$ cat src/include/core_cfg.svh
`ifndef CORE_CFG_SVH
`define CORE_CFG_SVH

// Data path and address width.
`define CORE_XLEN 32

// Architectural register file size.
`define CORE_NREGS 32

// Width of a register index.
`define CORE_RADDR_W 5

// Local data RAM depth in 32-bit words.
`define CORE_DMEM_WORDS 64

`endif

$ cat src/design/core_pkg.sv
`default_nettype none

package core_pkg;

    // Decoded operation carried down the back end.
    typedef enum logic [3:0] {
        OP_ADD  = 4'd0,  // rj + rk.
        OP_SUB  = 4'd1,  // rj - rk.
        OP_AND  = 4'd2,
        OP_OR   = 4'd3,
        OP_XOR  = 4'd4,
        OP_ADDI = 4'd5,  // rj + imm.
        OP_LD_W = 4'd6,  // Load word at rj + imm.
        OP_ST_W = 4'd7,  // Store rk to rj + imm.
        OP_BAR  = 4'd8   // No write, asks the front end to refetch.
    } op_e;

    // Exception raised in the memory stage.
    typedef enum logic [1:0] {
        EXC_NONE = 2'd0,
        EXC_ALE  = 2'd1,  // Address not word aligned.
        EXC_ADE  = 2'd2   // Word index past the end of the RAM.
    } excp_e;

    // True for every opcode that writes rd.
    function automatic logic has_wb(input op_e op);
        logic no_wb;
        no_wb = (op == OP_ST_W) || (op == OP_BAR);
        return !no_wb;
    endfunction

endpackage

`default_nettype wire

$ cat src/design/pipe_if.sv
`timescale 1ns/10ps
`default_nettype none

`include "core_cfg.svh"

interface pipe_if;

    logic                      valid;
    logic [`CORE_XLEN-1:0]     pc;
    core_pkg::op_e             op;
    logic [`CORE_RADDR_W-1:0]  rd;
    logic                      we;          // Opcode writes rd.
    logic [`CORE_XLEN-1:0]     result;      // ALU value, address or load data.
    logic [`CORE_XLEN-1:0]     store_data;
    core_pkg::excp_e           excp;

    modport src (
        output valid, pc, op, rd, we, result, store_data, excp
    );

    modport dst (
        input valid, pc, op, rd, we, result, store_data, excp
    );

endinterface

`default_nettype wire

$ cat src/design/fwd_if.sv
`timescale 1ns/10ps
`default_nettype none

`include "core_cfg.svh"

interface fwd_if;

    logic                      we;     // Valid, writing and fault free.
    logic [`CORE_RADDR_W-1:0]  waddr;
    logic [`CORE_XLEN-1:0]     wdata;
    logic [`CORE_XLEN-1:0]     pc;

    modport src (output we, waddr, wdata, pc);
    modport dst (input we, waddr, wdata, pc);

endinterface

`default_nettype wire

$ cat src/design/reg_file.sv
`timescale 1ns/10ps
`default_nettype none

`include "core_cfg.svh"

module reg_file (
    input  wire logic                      clk,
    input  wire logic                      rst,
    input  wire logic [`CORE_RADDR_W-1:0]  rj_i,
    input  wire logic [`CORE_RADDR_W-1:0]  rk_i,
    output logic      [`CORE_XLEN-1:0]     rj_data_o,
    output logic      [`CORE_XLEN-1:0]     rk_data_o,
    fwd_if.dst                             commit_bus
);

    logic [`CORE_XLEN-1:0] regs [`CORE_NREGS];

    always_ff @(posedge clk) begin
        if (rst) begin
            for (int i = 0; i < `CORE_NREGS; i++) begin
                regs[i] <= '0;
            end
        end else if (commit_bus.we && (commit_bus.waddr != '0)) begin
            regs[commit_bus.waddr] <= commit_bus.wdata;
        end
    end

    // r0 is hardwired to zero.
    assign rj_data_o = (rj_i == '0) ? '0 : regs[rj_i];
    assign rk_data_o = (rk_i == '0) ? '0 : regs[rk_i];

endmodule

`default_nettype wire

$ cat src/design/exe_stage.sv
`timescale 1ns/10ps
`default_nettype none

`include "core_cfg.svh"

module exe_stage (
    input  wire logic                      clk,
    input  wire logic                      rst,
    input  wire logic                      advance_i,
    input  wire logic                      flush_i,
    input  wire logic                      issue_valid_i,
    input  wire logic [`CORE_XLEN-1:0]     issue_pc_i,
    input  wire core_pkg::op_e             issue_op_i,
    input  wire logic [`CORE_RADDR_W-1:0]  issue_rd_i,
    input  wire logic [`CORE_RADDR_W-1:0]  issue_rj_i,
    input  wire logic [`CORE_RADDR_W-1:0]  issue_rk_i,
    input  wire logic [`CORE_XLEN-1:0]     issue_imm_i,
    input  wire logic [`CORE_XLEN-1:0]     rj_data_i,
    input  wire logic [`CORE_XLEN-1:0]     rk_data_i,
    pipe_if.src                            ex2mem,
    pipe_if.dst                            mem2wb,
    fwd_if.dst                             commit_bus
);

    logic                  ex_fwd_ok;
    logic                  mem_fwd_ok;
    logic [`CORE_XLEN-1:0] rj_val;
    logic [`CORE_XLEN-1:0] rk_val;
    logic [`CORE_XLEN-1:0] op_b;
    logic                  use_imm;
    logic [`CORE_XLEN-1:0] alu_res;

    // A load in our own register has no data yet.
    assign ex_fwd_ok  = ex2mem.valid && ex2mem.we && (ex2mem.op != core_pkg::OP_LD_W);
    assign mem_fwd_ok = mem2wb.valid && mem2wb.we && (mem2wb.excp == core_pkg::EXC_NONE);

    always_comb begin
        if (issue_rj_i != '0 && ex_fwd_ok && ex2mem.rd == issue_rj_i) begin
            rj_val = ex2mem.result;
        end else if (issue_rj_i != '0 && mem_fwd_ok && mem2wb.rd == issue_rj_i) begin
            rj_val = mem2wb.result;
        end else if (issue_rj_i != '0 && commit_bus.we && commit_bus.waddr == issue_rj_i) begin
            rj_val = commit_bus.wdata;
        end else begin
            rj_val = rj_data_i;
        end
    end

    always_comb begin
        if (issue_rk_i != '0 && ex_fwd_ok && ex2mem.rd == issue_rk_i) begin
            rk_val = ex2mem.result;
        end else if (issue_rk_i != '0 && mem_fwd_ok && mem2wb.rd == issue_rk_i) begin
            rk_val = mem2wb.result;
        end else if (issue_rk_i != '0 && commit_bus.we && commit_bus.waddr == issue_rk_i) begin
            rk_val = commit_bus.wdata;
        end else begin
            rk_val = rk_data_i;
        end
    end

    assign use_imm = issue_op_i inside {core_pkg::OP_ADDI, core_pkg::OP_LD_W, core_pkg::OP_ST_W};
    assign op_b    = use_imm ? issue_imm_i : rk_val;

    always_comb begin
        case (issue_op_i)
            core_pkg::OP_SUB: alu_res = rj_val - op_b;
            core_pkg::OP_AND: alu_res = rj_val & op_b;
            core_pkg::OP_OR:  alu_res = rj_val | op_b;
            core_pkg::OP_XOR: alu_res = rj_val ^ op_b;
            core_pkg::OP_BAR: alu_res = '0;
            default:          alu_res = rj_val + op_b;  // ADD, ADDI and address.
        endcase
    end

    always_ff @(posedge clk) begin
        if (rst || flush_i) begin
            ex2mem.valid <= 1'b0;
        end else if (advance_i) begin
            ex2mem.valid <= issue_valid_i;
        end
    end

    always_ff @(posedge clk) begin
        if (advance_i) begin
            ex2mem.pc         <= issue_pc_i;
            ex2mem.op         <= issue_op_i;
            ex2mem.rd         <= issue_rd_i;
            ex2mem.we         <= core_pkg::has_wb(issue_op_i);
            ex2mem.result     <= alu_res;
            ex2mem.store_data <= rk_val;
            ex2mem.excp       <= core_pkg::EXC_NONE;
        end
    end

endmodule

`default_nettype wire

$ cat src/design/mem_stage.sv
`timescale 1ns/10ps
`default_nettype none

`include "core_cfg.svh"

module mem_stage (
    input  wire logic  clk,
    input  wire logic  rst,
    input  wire logic  advance_i,
    input  wire logic  flush_i,
    pipe_if.dst        ex2mem,
    pipe_if.src        mem2wb
);

    localparam int unsigned IDX_W = $clog2(`CORE_DMEM_WORDS);

    logic [`CORE_XLEN-1:0] dmem [`CORE_DMEM_WORDS];
    logic [IDX_W-1:0]      idx;
    logic                  is_mem;
    core_pkg::excp_e       excp;
    logic                  st_ok;
    logic [`CORE_XLEN-1:0] mem_result;

    assign idx    = ex2mem.result[IDX_W+1:2];
    assign is_mem = (ex2mem.op == core_pkg::OP_LD_W) || (ex2mem.op == core_pkg::OP_ST_W);

    always_comb begin
        excp = core_pkg::EXC_NONE;
        if (is_mem) begin
            if (ex2mem.result[1:0] != 2'b00) begin
                excp = core_pkg::EXC_ALE;
            end else if ((ex2mem.result >> 2) >= `CORE_DMEM_WORDS) begin
                excp = core_pkg::EXC_ADE;
            end
        end
    end

    assign st_ok = ex2mem.valid && (ex2mem.op == core_pkg::OP_ST_W) &&
                   (excp == core_pkg::EXC_NONE);

    assign mem_result = (ex2mem.op == core_pkg::OP_LD_W && excp == core_pkg::EXC_NONE) ?
                        dmem[idx] : ex2mem.result;

    always_ff @(posedge clk) begin
        if (rst) begin
            for (int i = 0; i < `CORE_DMEM_WORDS; i++) begin
                dmem[i] <= '0;
            end
        end else if (advance_i && !flush_i && st_ok) begin
            dmem[idx] <= ex2mem.store_data;  // Store lands at capture.
        end
    end

    always_ff @(posedge clk) begin
        if (rst || flush_i) begin
            mem2wb.valid <= 1'b0;
        end else if (advance_i) begin
            mem2wb.valid <= ex2mem.valid;
        end
    end

    always_ff @(posedge clk) begin
        if (advance_i) begin
            mem2wb.pc         <= ex2mem.pc;
            mem2wb.op         <= ex2mem.op;
            mem2wb.rd         <= ex2mem.rd;
            mem2wb.we         <= ex2mem.we;
            mem2wb.result     <= mem_result;
            mem2wb.store_data <= ex2mem.store_data;
            mem2wb.excp       <= excp;
        end
    end

endmodule

`default_nettype wire

$ cat src/design/wb_stage.sv
`timescale 1ns/10ps
`default_nettype none

`include "core_cfg.svh"

module wb_stage (
    input  wire logic  clk,
    input  wire logic  rst,
    input  wire logic  advance_i,
    input  wire logic  flush_i,
    pipe_if.dst        mem2wb,
    fwd_if.src         commit_bus,
    output logic       commit_valid_o,
    output core_pkg::excp_e commit_excp_o,
    output logic       dcache_flush_o,
    output logic       store_commit_o
);

    logic                     valid_q;
    logic [`CORE_XLEN-1:0]    pc_q;
    logic [`CORE_RADDR_W-1:0] rd_q;
    logic                     we_q;
    logic [`CORE_XLEN-1:0]    wdata_q;
    core_pkg::excp_e          excp_q;

    always_ff @(posedge clk) begin
        if (rst || flush_i) begin
            valid_q <= 1'b0;
        end else if (advance_i) begin
            valid_q <= mem2wb.valid;
        end
    end

    always_ff @(posedge clk) begin
        if (advance_i) begin
            pc_q    <= mem2wb.pc;
            rd_q    <= mem2wb.rd;
            we_q    <= mem2wb.we;
            wdata_q <= mem2wb.result;
            excp_q  <= mem2wb.excp;
        end
    end

    // Faulted instructions commit but never write.
    assign commit_bus.we    = valid_q && we_q && (excp_q == core_pkg::EXC_NONE);
    assign commit_bus.waddr = rd_q;
    assign commit_bus.wdata = wdata_q;
    assign commit_bus.pc    = pc_q;

    assign commit_valid_o = valid_q;
    assign commit_excp_o  = excp_q;

    // Cache strobes look at the instruction about to commit.
    assign dcache_flush_o = mem2wb.valid &&
                            ((mem2wb.excp != core_pkg::EXC_NONE) || (mem2wb.op == core_pkg::OP_BAR));
    assign store_commit_o = mem2wb.valid && (mem2wb.op == core_pkg::OP_ST_W) &&
                            (mem2wb.excp == core_pkg::EXC_NONE);

endmodule

`default_nettype wire

$ cat src/design/core_backend.sv
`timescale 1ns/10ps
`default_nettype none

`include "core_cfg.svh"

module core_backend (
    input  wire logic                      clk,
    input  wire logic                      rst,
    input  wire logic                      advance_i,
    input  wire logic                      flush_i,
    input  wire logic                      issue_valid_i,
    input  wire logic [`CORE_XLEN-1:0]     issue_pc_i,
    input  wire core_pkg::op_e             issue_op_i,
    input  wire logic [`CORE_RADDR_W-1:0]  issue_rd_i,
    input  wire logic [`CORE_RADDR_W-1:0]  issue_rj_i,
    input  wire logic [`CORE_RADDR_W-1:0]  issue_rk_i,
    input  wire logic [`CORE_XLEN-1:0]     issue_imm_i,
    output logic                           commit_valid_o,
    output logic      [`CORE_XLEN-1:0]     commit_pc_o,
    output logic                           commit_we_o,
    output logic      [`CORE_RADDR_W-1:0]  commit_waddr_o,
    output logic      [`CORE_XLEN-1:0]     commit_wdata_o,
    output core_pkg::excp_e                commit_excp_o,
    output logic                           dcache_flush_o,
    output logic                           store_commit_o
);

    logic [`CORE_XLEN-1:0] rj_data;
    logic [`CORE_XLEN-1:0] rk_data;

    pipe_if ex2mem ();
    pipe_if mem2wb ();
    fwd_if  commit_bus ();

    reg_file reg_file_inst (
        .clk        (clk),
        .rst        (rst),
        .rj_i       (issue_rj_i),
        .rj_data_o  (rj_data),
        .rk_i       (issue_rk_i),
        .rk_data_o  (rk_data),
        .commit_bus (commit_bus)
    );

    exe_stage exe_stage_inst (
        .clk           (clk),
        .rst           (rst),
        .advance_i     (advance_i),
        .flush_i       (flush_i),
        .issue_valid_i (issue_valid_i),
        .issue_pc_i    (issue_pc_i),
        .issue_op_i    (issue_op_i),
        .issue_rd_i    (issue_rd_i),
        .issue_rj_i    (issue_rj_i),
        .issue_rk_i    (issue_rk_i),
        .issue_imm_i   (issue_imm_i),
        .rj_data_i     (rj_data),
        .rk_data_i     (rk_data),
        .ex2mem        (ex2mem),
        .mem2wb        (mem2wb),
        .commit_bus    (commit_bus)
    );

    mem_stage mem_stage_inst (
        .clk       (clk),
        .rst       (rst),
        .advance_i (advance_i),
        .flush_i   (flush_i),
        .ex2mem    (ex2mem),
        .mem2wb    (mem2wb)
    );

    wb_stage wb_stage_inst (
        .clk            (clk),
        .rst            (rst),
        .advance_i      (advance_i),
        .flush_i        (flush_i),
        .mem2wb         (mem2wb),
        .commit_bus     (commit_bus),
        .commit_valid_o (commit_valid_o),
        .commit_excp_o  (commit_excp_o),
        .dcache_flush_o (dcache_flush_o),
        .store_commit_o (store_commit_o)
    );

    assign commit_pc_o    = commit_bus.pc;
    assign commit_we_o    = commit_bus.we;
    assign commit_waddr_o = commit_bus.waddr;
    assign commit_wdata_o = commit_bus.wdata;

endmodule

`default_nettype wire

$ cat config.mk
export PLATFORM = sky130hd
export DESIGN_NAME = core_backend
export DESIGN_NICKNAME = d
export VERILOG_FILES = /design/src/design/core_pkg.sv /design/src/design/pipe_if.sv /design/src/design/fwd_if.sv /design/src/design/reg_file.sv /design/src/design/exe_stage.sv /design/src/design/mem_stage.sv /design/src/design/wb_stage.sv /design/src/design/core_backend.sv
export VERILOG_INCLUDE_DIRS = /design/src /design/src/include
export SDC_FILE = /design/constraint.sdc
export NUM_CORES = 2
export LEC_CHECK = 0
export BUFFER_PORTS_ARGS = -buffer_cell sky130_fd_sc_hd__buf_2
export CORE_MARGIN = 2
export CORE_UTILIZATION = 25
export DETAILED_ROUTE_END_ITERATION = 8
export GPL_ROUTABILITY_DRIVEN = 0
export GPL_TIMING_DRIVEN = 0
export PLACE_DENSITY = 0.42
export RECOVER_POWER = 50
export SLEW_MARGIN = 20
export SYNTH_ARGS = -nofsm -noshare
export SYNTH_HDL_FRONTEND = slang
export SYNTH_SLANG_ARGS = --single-unit
$ cat constraint.sdc
create_clock -name clk -period 9.1 [get_ports clk]
set_input_delay 0.455 -clock clk [delete_from_list [all_inputs] [get_ports clk]]
set_output_delay 0.455 -clock clk [all_outputs]
set_load 0.01 [all_outputs]
; Word level (Yosys, flattened, before mapping)
; Memory sizes are Yosys's and may differ from the RTL's. A register that Yosys moved wholly into a read port is not among the register bits.
; Index checks and enable logic that the tools add are counted.
[word_totals]
ff_bits = 257
ramBits = 3072
mem_count = 2
inputBits = 88
elab_cells = 122
out_inout_bits = 75
[memory_table]
columns = memory, words, word_bits, rd, rd_clocked_by_memory_dff, write_ports, line_no
row1 = mem_stage_inst.dmem, 64, 32, 1, 1, 64, mem_stage.sv:17  ; logic [`CORE_XLEN-1:0] dmem [`CORE_DMEM_WORDS];
row2 = reg_file_inst.regs, 32, 32, 2, 0, 32, reg_file.sv:16  ; logic [`CORE_XLEN-1:0] regs [`CORE_NREGS];
[classes]
n_mux = 29
magnitude_cmp = 1
n_reduce_logical = 46
n_eq_ne = 19
n_addsub = 2
bitwise_logic = 3
[op_table]
columns = cell, count
row1 = 2-to-1 mux 32 bit, 12
row2 = case mux 32 bit (5 select lines), 1
row3 = OR reduction 32 bit, 2
row4 = adder 32 bit, 1
row5 = AND 32 bit, 1
row6 = bitwise OR 32 bit, 1
row7 = subtractor 32 bit, 1
row8 = bitwise XOR 32 bit, 1
row9 = == test 5 bit, 6
row10 = >= comparator 30 x 7 -> 1 bit (second input constant), 1
row11 = == test 4 x 3 -> 1 bit (second input constant), 7
row12 = logical AND 1 bit, 27
row13 = nonzero test 5 bit, 3
row14 = 2-to-1 mux 6 bit, 2
row15 = logical NOT 5 bit, 2
row16 = 2-to-1 mux 1 bit, 10
row17 = == test 4 x 2 -> 1 bit (second input constant), 2
row18 = == test 4 bit (second input constant), 2
row19 = logical NOT 2 bit, 3
row20 = 2-to-1 mux 2 bit, 3
row21 = 2-to-1 mux 5 bit, 1
row22 = == test 4 x 1 -> 1 bit (second input constant), 1
row23 = logical OR 1 bit, 4
row24 = != test 4 x 3 -> 1 bit (second input constant), 1
row25 = 3 further kinds, 5

; Logic depth before layout (Yosys ltp)
[depth]
word_depth = 12
mapped_depth = 31
depth_no_buf = 27

; By module
; Synthesis repeated with hierarchy kept, for this count alone.
[unflattened]
cells_unflattened = 11370
hier_area_um2 = 163508.1
[by_module_without_submodules]
columns = mod, area_each_um2, instances, cells_each, seq_area_each_um2
row1 = mem_stage, 96919.2, 1, 6652, 64762.1
row2 = reg_file, 54253.3, 1, 3502, 30749.5
row3 = exe_stage, 10093.4, 1, 1135, 3203.1
row4 = wb_stage, 2242.2, 1, 81, 2182.1

; Worst setup path after synthesis
; No wires, ideal clock.
[synth_timing]
kind = input port to flip-flop
start = in issue_rj_i[0]
end = reg exe_stage_inst.ex2mem.result[27] (data pin)
required_ns = 8.831
stages = 23
t_arrival_ns = 6.272
path_slack_ns = 2.559
path_cell_list = buf_2 > clkbuf_1 > clkbuf_1 > buf_1 > mux4_2 > mux4_2 > mux2_2 > a22oi_1 > a21oi_1 > mux2_2 > ha_1 > and3_1 > a21oi_1 > nand3_1 > a2111oi_0 > o21ai_0 > a31oi_1 > o21ai_0 > and3_1 > a221o_1 > a31oi_1 > xor2_1 > o21ai_0
[synth_via]
elab_chain_len = 8
word_cells_on_any_way = 22
classes_between = 2 x add/sub / 3 x eq/ne / 5 x mux / 3 x bitwise / 8 x reduce/logical / 1 x memory
[synth_rtl]
columns = element, line_no
row1 = "start, declared", core_backend.sv:15  ; input wire logic [`CORE_RADDR_W-1:0] issue_rj_i,
row2 = "parallel branches: the longest is 5 deep, another holds memory read (32 x 32 bit)", n/a
row3 = 2-to-1 mux 32 bit (*), exe_stage.sv:38  ; if (issue_rj_i != '0 && ex_fwd_ok && ex2mem.rd == issue_rj_i) begin
row4 = "adder 32 bit, or another cell as far along", exe_stage.sv:71  ; default: alu_res = rj_val + op_b;
row5 = case mux 32 bit (5 select lines) (*), exe_stage.sv:65  ; case (issue_op_i)
row6 = net exe_stage_inst.alu_res[27], exe_stage.sv:31  ; logic [`CORE_XLEN-1:0] alu_res;
row7 = "end signal, assigned", exe_stage.sv:89  ; ex2mem.result <= alu_res;
row8 = "end, declared", pipe_if.sv:18  ; output valid, pc, op, rd, we, result, store_data, excp
; Mark *: on every way through the listed nets, which the timed path passes.
; A chain may end at the register's enable or synchronous reset.

; Worst setup path in the final report
[layout_timing]
start = reg wb_stage_inst.rd_q[2] (netlist: wb_stage_inst.commit_bus.waddr[2])
end = reg exe_stage_inst.ex2mem.result[27] (data pin)
[layout_via]
elab_chain_len = 8
word_cells_on_any_way = 17
classes_between = 2 x add/sub / 2 x eq/ne / 8 x mux / 3 x bitwise / 2 x reduce/logical
[layout_rtl]
columns = element, line_no
row1 = "start, declared", wb_stage.sv:21  ; logic [`CORE_RADDR_W-1:0] rd_q;
row2 = "start signal, assigned", wb_stage.sv:37  ; rd_q <= mem2wb.rd;
row3 = == test 5 bit (*), exe_stage.sv:54  ; end else if (issue_rk_i != '0 && commit_bus.we && commit_bus.waddr == issue_rk_i) begin
row4 = logical AND 1 bit (*), exe_stage.sv:54
row5 = 2-to-1 mux 32 bit (*), exe_stage.sv:54
row6 = 2-to-1 mux 32 bit (*), exe_stage.sv:52  ; end else if (issue_rk_i != '0 && mem_fwd_ok && mem2wb.rd == issue_rk_i) begin
row7 = 2-to-1 mux 32 bit (*), exe_stage.sv:50  ; if (issue_rk_i != '0 && ex_fwd_ok && ex2mem.rd == issue_rk_i) begin
row8 = net exe_stage_inst.rk_val[0], exe_stage.sv:28  ; logic [`CORE_XLEN-1:0] rk_val;
row9 = 2-to-1 mux 32 bit (*), exe_stage.sv:62  ; assign op_b = use_imm ? issue_imm_i : rk_val;
row10 = adder 32 bit or subtractor 32 bit (tied branches), "exe_stage.sv:71, exe_stage.sv:66"
row11 = case mux 32 bit (5 select lines) (*), exe_stage.sv:65
row12 = net exe_stage_inst.alu_res[27], exe_stage.sv:31
; Mark *: on every way through the listed nets, which the timed path passes. The rest lies on a longest branch.

==> metrics.txt <==
Post-Synthesis Cells=10200; DRC viols=0; type of the most critical hold path=in -> reg; Highest Clock Rate=111 MHz; drt initial violations=12800; Async S/R FF share, synth=0%; Root Buffer=clkbuf_16; Routed Wire Length=720 mm; Syn Area/Cell=15.9 sq um; Avg WL per Cell=36.3 um; first-pass GRT wire length=941 mm; RSZ-0062 raised after global routing=false; relative slew slack=-195%; P&R area growth vs syn=15.9%; CP max stage cell=nor4_1; Total Power Consumption=46.1 mW; Sw Pwr=15.5 mW; largest net degree at the start of global routing=101; count of pins over their slew limit=1099; fin nets=11100; CP dominant cell by count=o21ai_0; core area=646000 sq um; setup ws final=0.111 ns; Worst setup SP type=register; Port Buf Inserts=154; CP max stage delay=1.19 ns; post-synth cell types=95; routed vias/inst=5.05; Post-synth EDFFs=3326; violated checks=max-capacitance violations, max-slew violations; # Max-Cap Violations=54; VDD IR max=0.165 mV; prevailing post-synth register cell=edfxtp_1; io pins=163; pre-CTS WS=-1.27 ns; worst skew pair latency=1.05 ns; Crit Path Class=reg -> reg; Fin Hold WS=0.125 ns; vias in the first global route=100000; critical path arrival=9.69 ns; CP max FO=10; Final Core Density=29.1%; Period minus WS final=8.99 ns; Int Pwr=30.6 mW; Critical Path End Type=register; top-count cell post-synth=edfxtp_1; Pre-Repair DR Iteration Count=7; Clk network pwr share=33.5%; Least-Margin Pin Slew=4.42 ns; top cell type's share of synthesized area=61.6%; Final Hold Fails=0; Rows=295; Yosys warning count=0; post-synthesis sequential area ratio=61.7%; layout cell share with drive strength beyond 1=20.8%; Switching Fraction=33.6%; Area contributors post-synth=edfxtp_1 (62%), mux4_2 (17%), and2_1 (12%); TritonCTS clock tree=done; Die H=809 um; dpl hpwl=525 mm; most frequent cells after synthesis=edfxtp_1 (3326), and2_1 (3052), mux4_2 (1251); PwrDens=245 nW/um^2; Routed Antenna Nets=0; sequential share of power=39.1%; CTS Buf Count=382; combinational share of power=27.3%; Post-Syn Area=162000 sq um; Final TNS setup=0 ns; die area=655000 sq um; Worst Path Required=9.81 ns; clk slew on worst S/H paths=0.07 ns; CTS HTree Levels=5; final setup skew=0.0823 ns; post-CTS setup buffers=0; Static Leak=64.2 nW; Tcrit/Tclk final=98.8%; vias=100000; GR Overflow Total=0; Seq cells post-synth=3335; status=finished with violations; Initial Util=25.1%; clk buf depth=4; die width=809 um; Clock Sinks=3335; number of antenna violations at the first check in global routing=159; total global-route track usage=21.3%; # setup viols final=0; post-synth top area cell=edfxtp_1; fill cell count=64700
what timing repair did:
item,CTS,global route
hold buffers,44,0
endpoints found under the setup margin,3,4
endpoints found under the hold margin,145,0
resized for setup,5,8
power by group through the flow:
| stage | Clock [mW] | Combinational, mW | Sequential (mW) |
|---|---|---|---|
| after detailed placement | 0 | 12.6 | 18.3 |
| after floorplan | 0 | 6.09 | 18.0 |
| after global placement | 0 | 12.3 | 18.3 |
| after global routing | 16.2 | 12.8 | 18.1 |
| after CTS | 15.6 | 12.6 | 18.0 |
| final | 15.4 | 12.6 | 18.0 |
path summary, 6_finish.rpt:
path	startpoint	endpoint	slack, ns	cells after the start
max	wb_stage_inst.commit_bus.waddr[2]	exe_stage_inst.ex2mem.result[27]	0.11	26
min	issue_imm_i[19]	exe_stage_inst.ex2mem.result[19]	0.13	6
max reg2reg	wb_stage_inst.commit_bus.waddr[2]	exe_stage_inst.ex2mem.result[27]	0.11	26
min reg2reg	mem_stage_inst.mem2wb.pc[5]	wb_stage_inst.commit_bus.pc[5]	0.41	0
worst max-delay path: cells and delay by family (launching register included):
kind | cells | cell delay, ns
DFF | 1 | 0.55
xor gates and xnor gates | 3 | 0.69
buffers and inverters | 2 | 0.94
and+or+nand+nor | 6 | 2.27
adders and majority gates | 2 | 0.65
AOI/OAI and AO/OA | 13 | 3.51
cell families after synthesis:
logic type	synth area share, %
other cells	0.00231
simple gates	13.7
xor+xnor	0.475
buf+inv	2.75
fa+ha+maj	0.753
compound gates	2.08
flops	61.7
mux	18.5
cell type report:
class / instances / area (sq um) / area share, %
timing repair buffer: 287 / 2540 / 1.35
clock buffer: 495 / 10200 / 5.42
clock inverter: 190 / 1720 / 0.918
inverter: 83 / 312 / 0.166
antenna: 65 / 163 / 0.0866
sequential: 3335 / 100000 / 53.2
buffer: 1011 / 4340 / 2.31
multi-input combinational: 5774 / 57800 / 30.8
tap: 8613 / 10800 / 5.73
registers in the layout (all words and copies together), names as in the netlist, 2 cells and up, named ones only:
signal and cells:
exe_stage_inst.ex2mem.result 32, wb_stage_inst.commit_bus.waddr 5, mem_stage_inst.mem2wb.result 32, exe_stage_inst.ex2mem.store_data 32, wb_stage_inst.commit_bus.pc 32, exe_stage_inst.ex2mem.op 4, exe_stage_inst.ex2mem.pc 32, mem_stage_inst.dmem 2048
exe_stage_inst.ex2mem.rd 5, mem_stage_inst.mem2wb.excp 2, mem_stage_inst.mem2wb.rd 5, mem_stage_inst.mem2wb.op 4, reg_file_inst.regs 1024, wb_stage_inst.commit_bus.wdata 32, wb_stage_inst.commit_excp_o 2, mem_stage_inst.mem2wb.pc 32
layout by cell type (no fill, tap or decap), drive strengths merged, types with 15 or more instances in the layout:
cell / count
nand3: 27
bufinv: 31
diode: 65
xor2: 30
and3: 18
xnor2: 58
a211oi: 23
dlygate4sd3: 44
nor4: 15
o21ai: 105
a21o: 17
or2: 102
nor2: 220
ha: 96
nand2: 114
mux2: 72
clkinv: 143
nor3: 44
mux4: 1269
clkbuf: 1419
a221oi: 25
a21oi: 82
and2: 3052
a31o: 29
a22oi: 64
conb: 32
inv: 93
mux2i: 61
edfxtp: 3326
buf: 327
metrics by stage:
step / area [sq um] / std cells
floorplan: 162000 / 10200
global route: 188000 / 19800
global placement: 174000 / 19000
detailed placement: 176000 / 19100
CTS: 188000 / 19800
finish: 188000 / 19900
routing by layer:
layer	global-route usage [%]	vias to the layer above	wire [um]
met5	0	-	229
met4	10.1	28	42600
met3	4.26	1317	59100
met2	35.2	5263	341000
met1	26.8	53800	277000
li1	-	39900	-
Note: power is estimated with default switching activity, not from simulation.
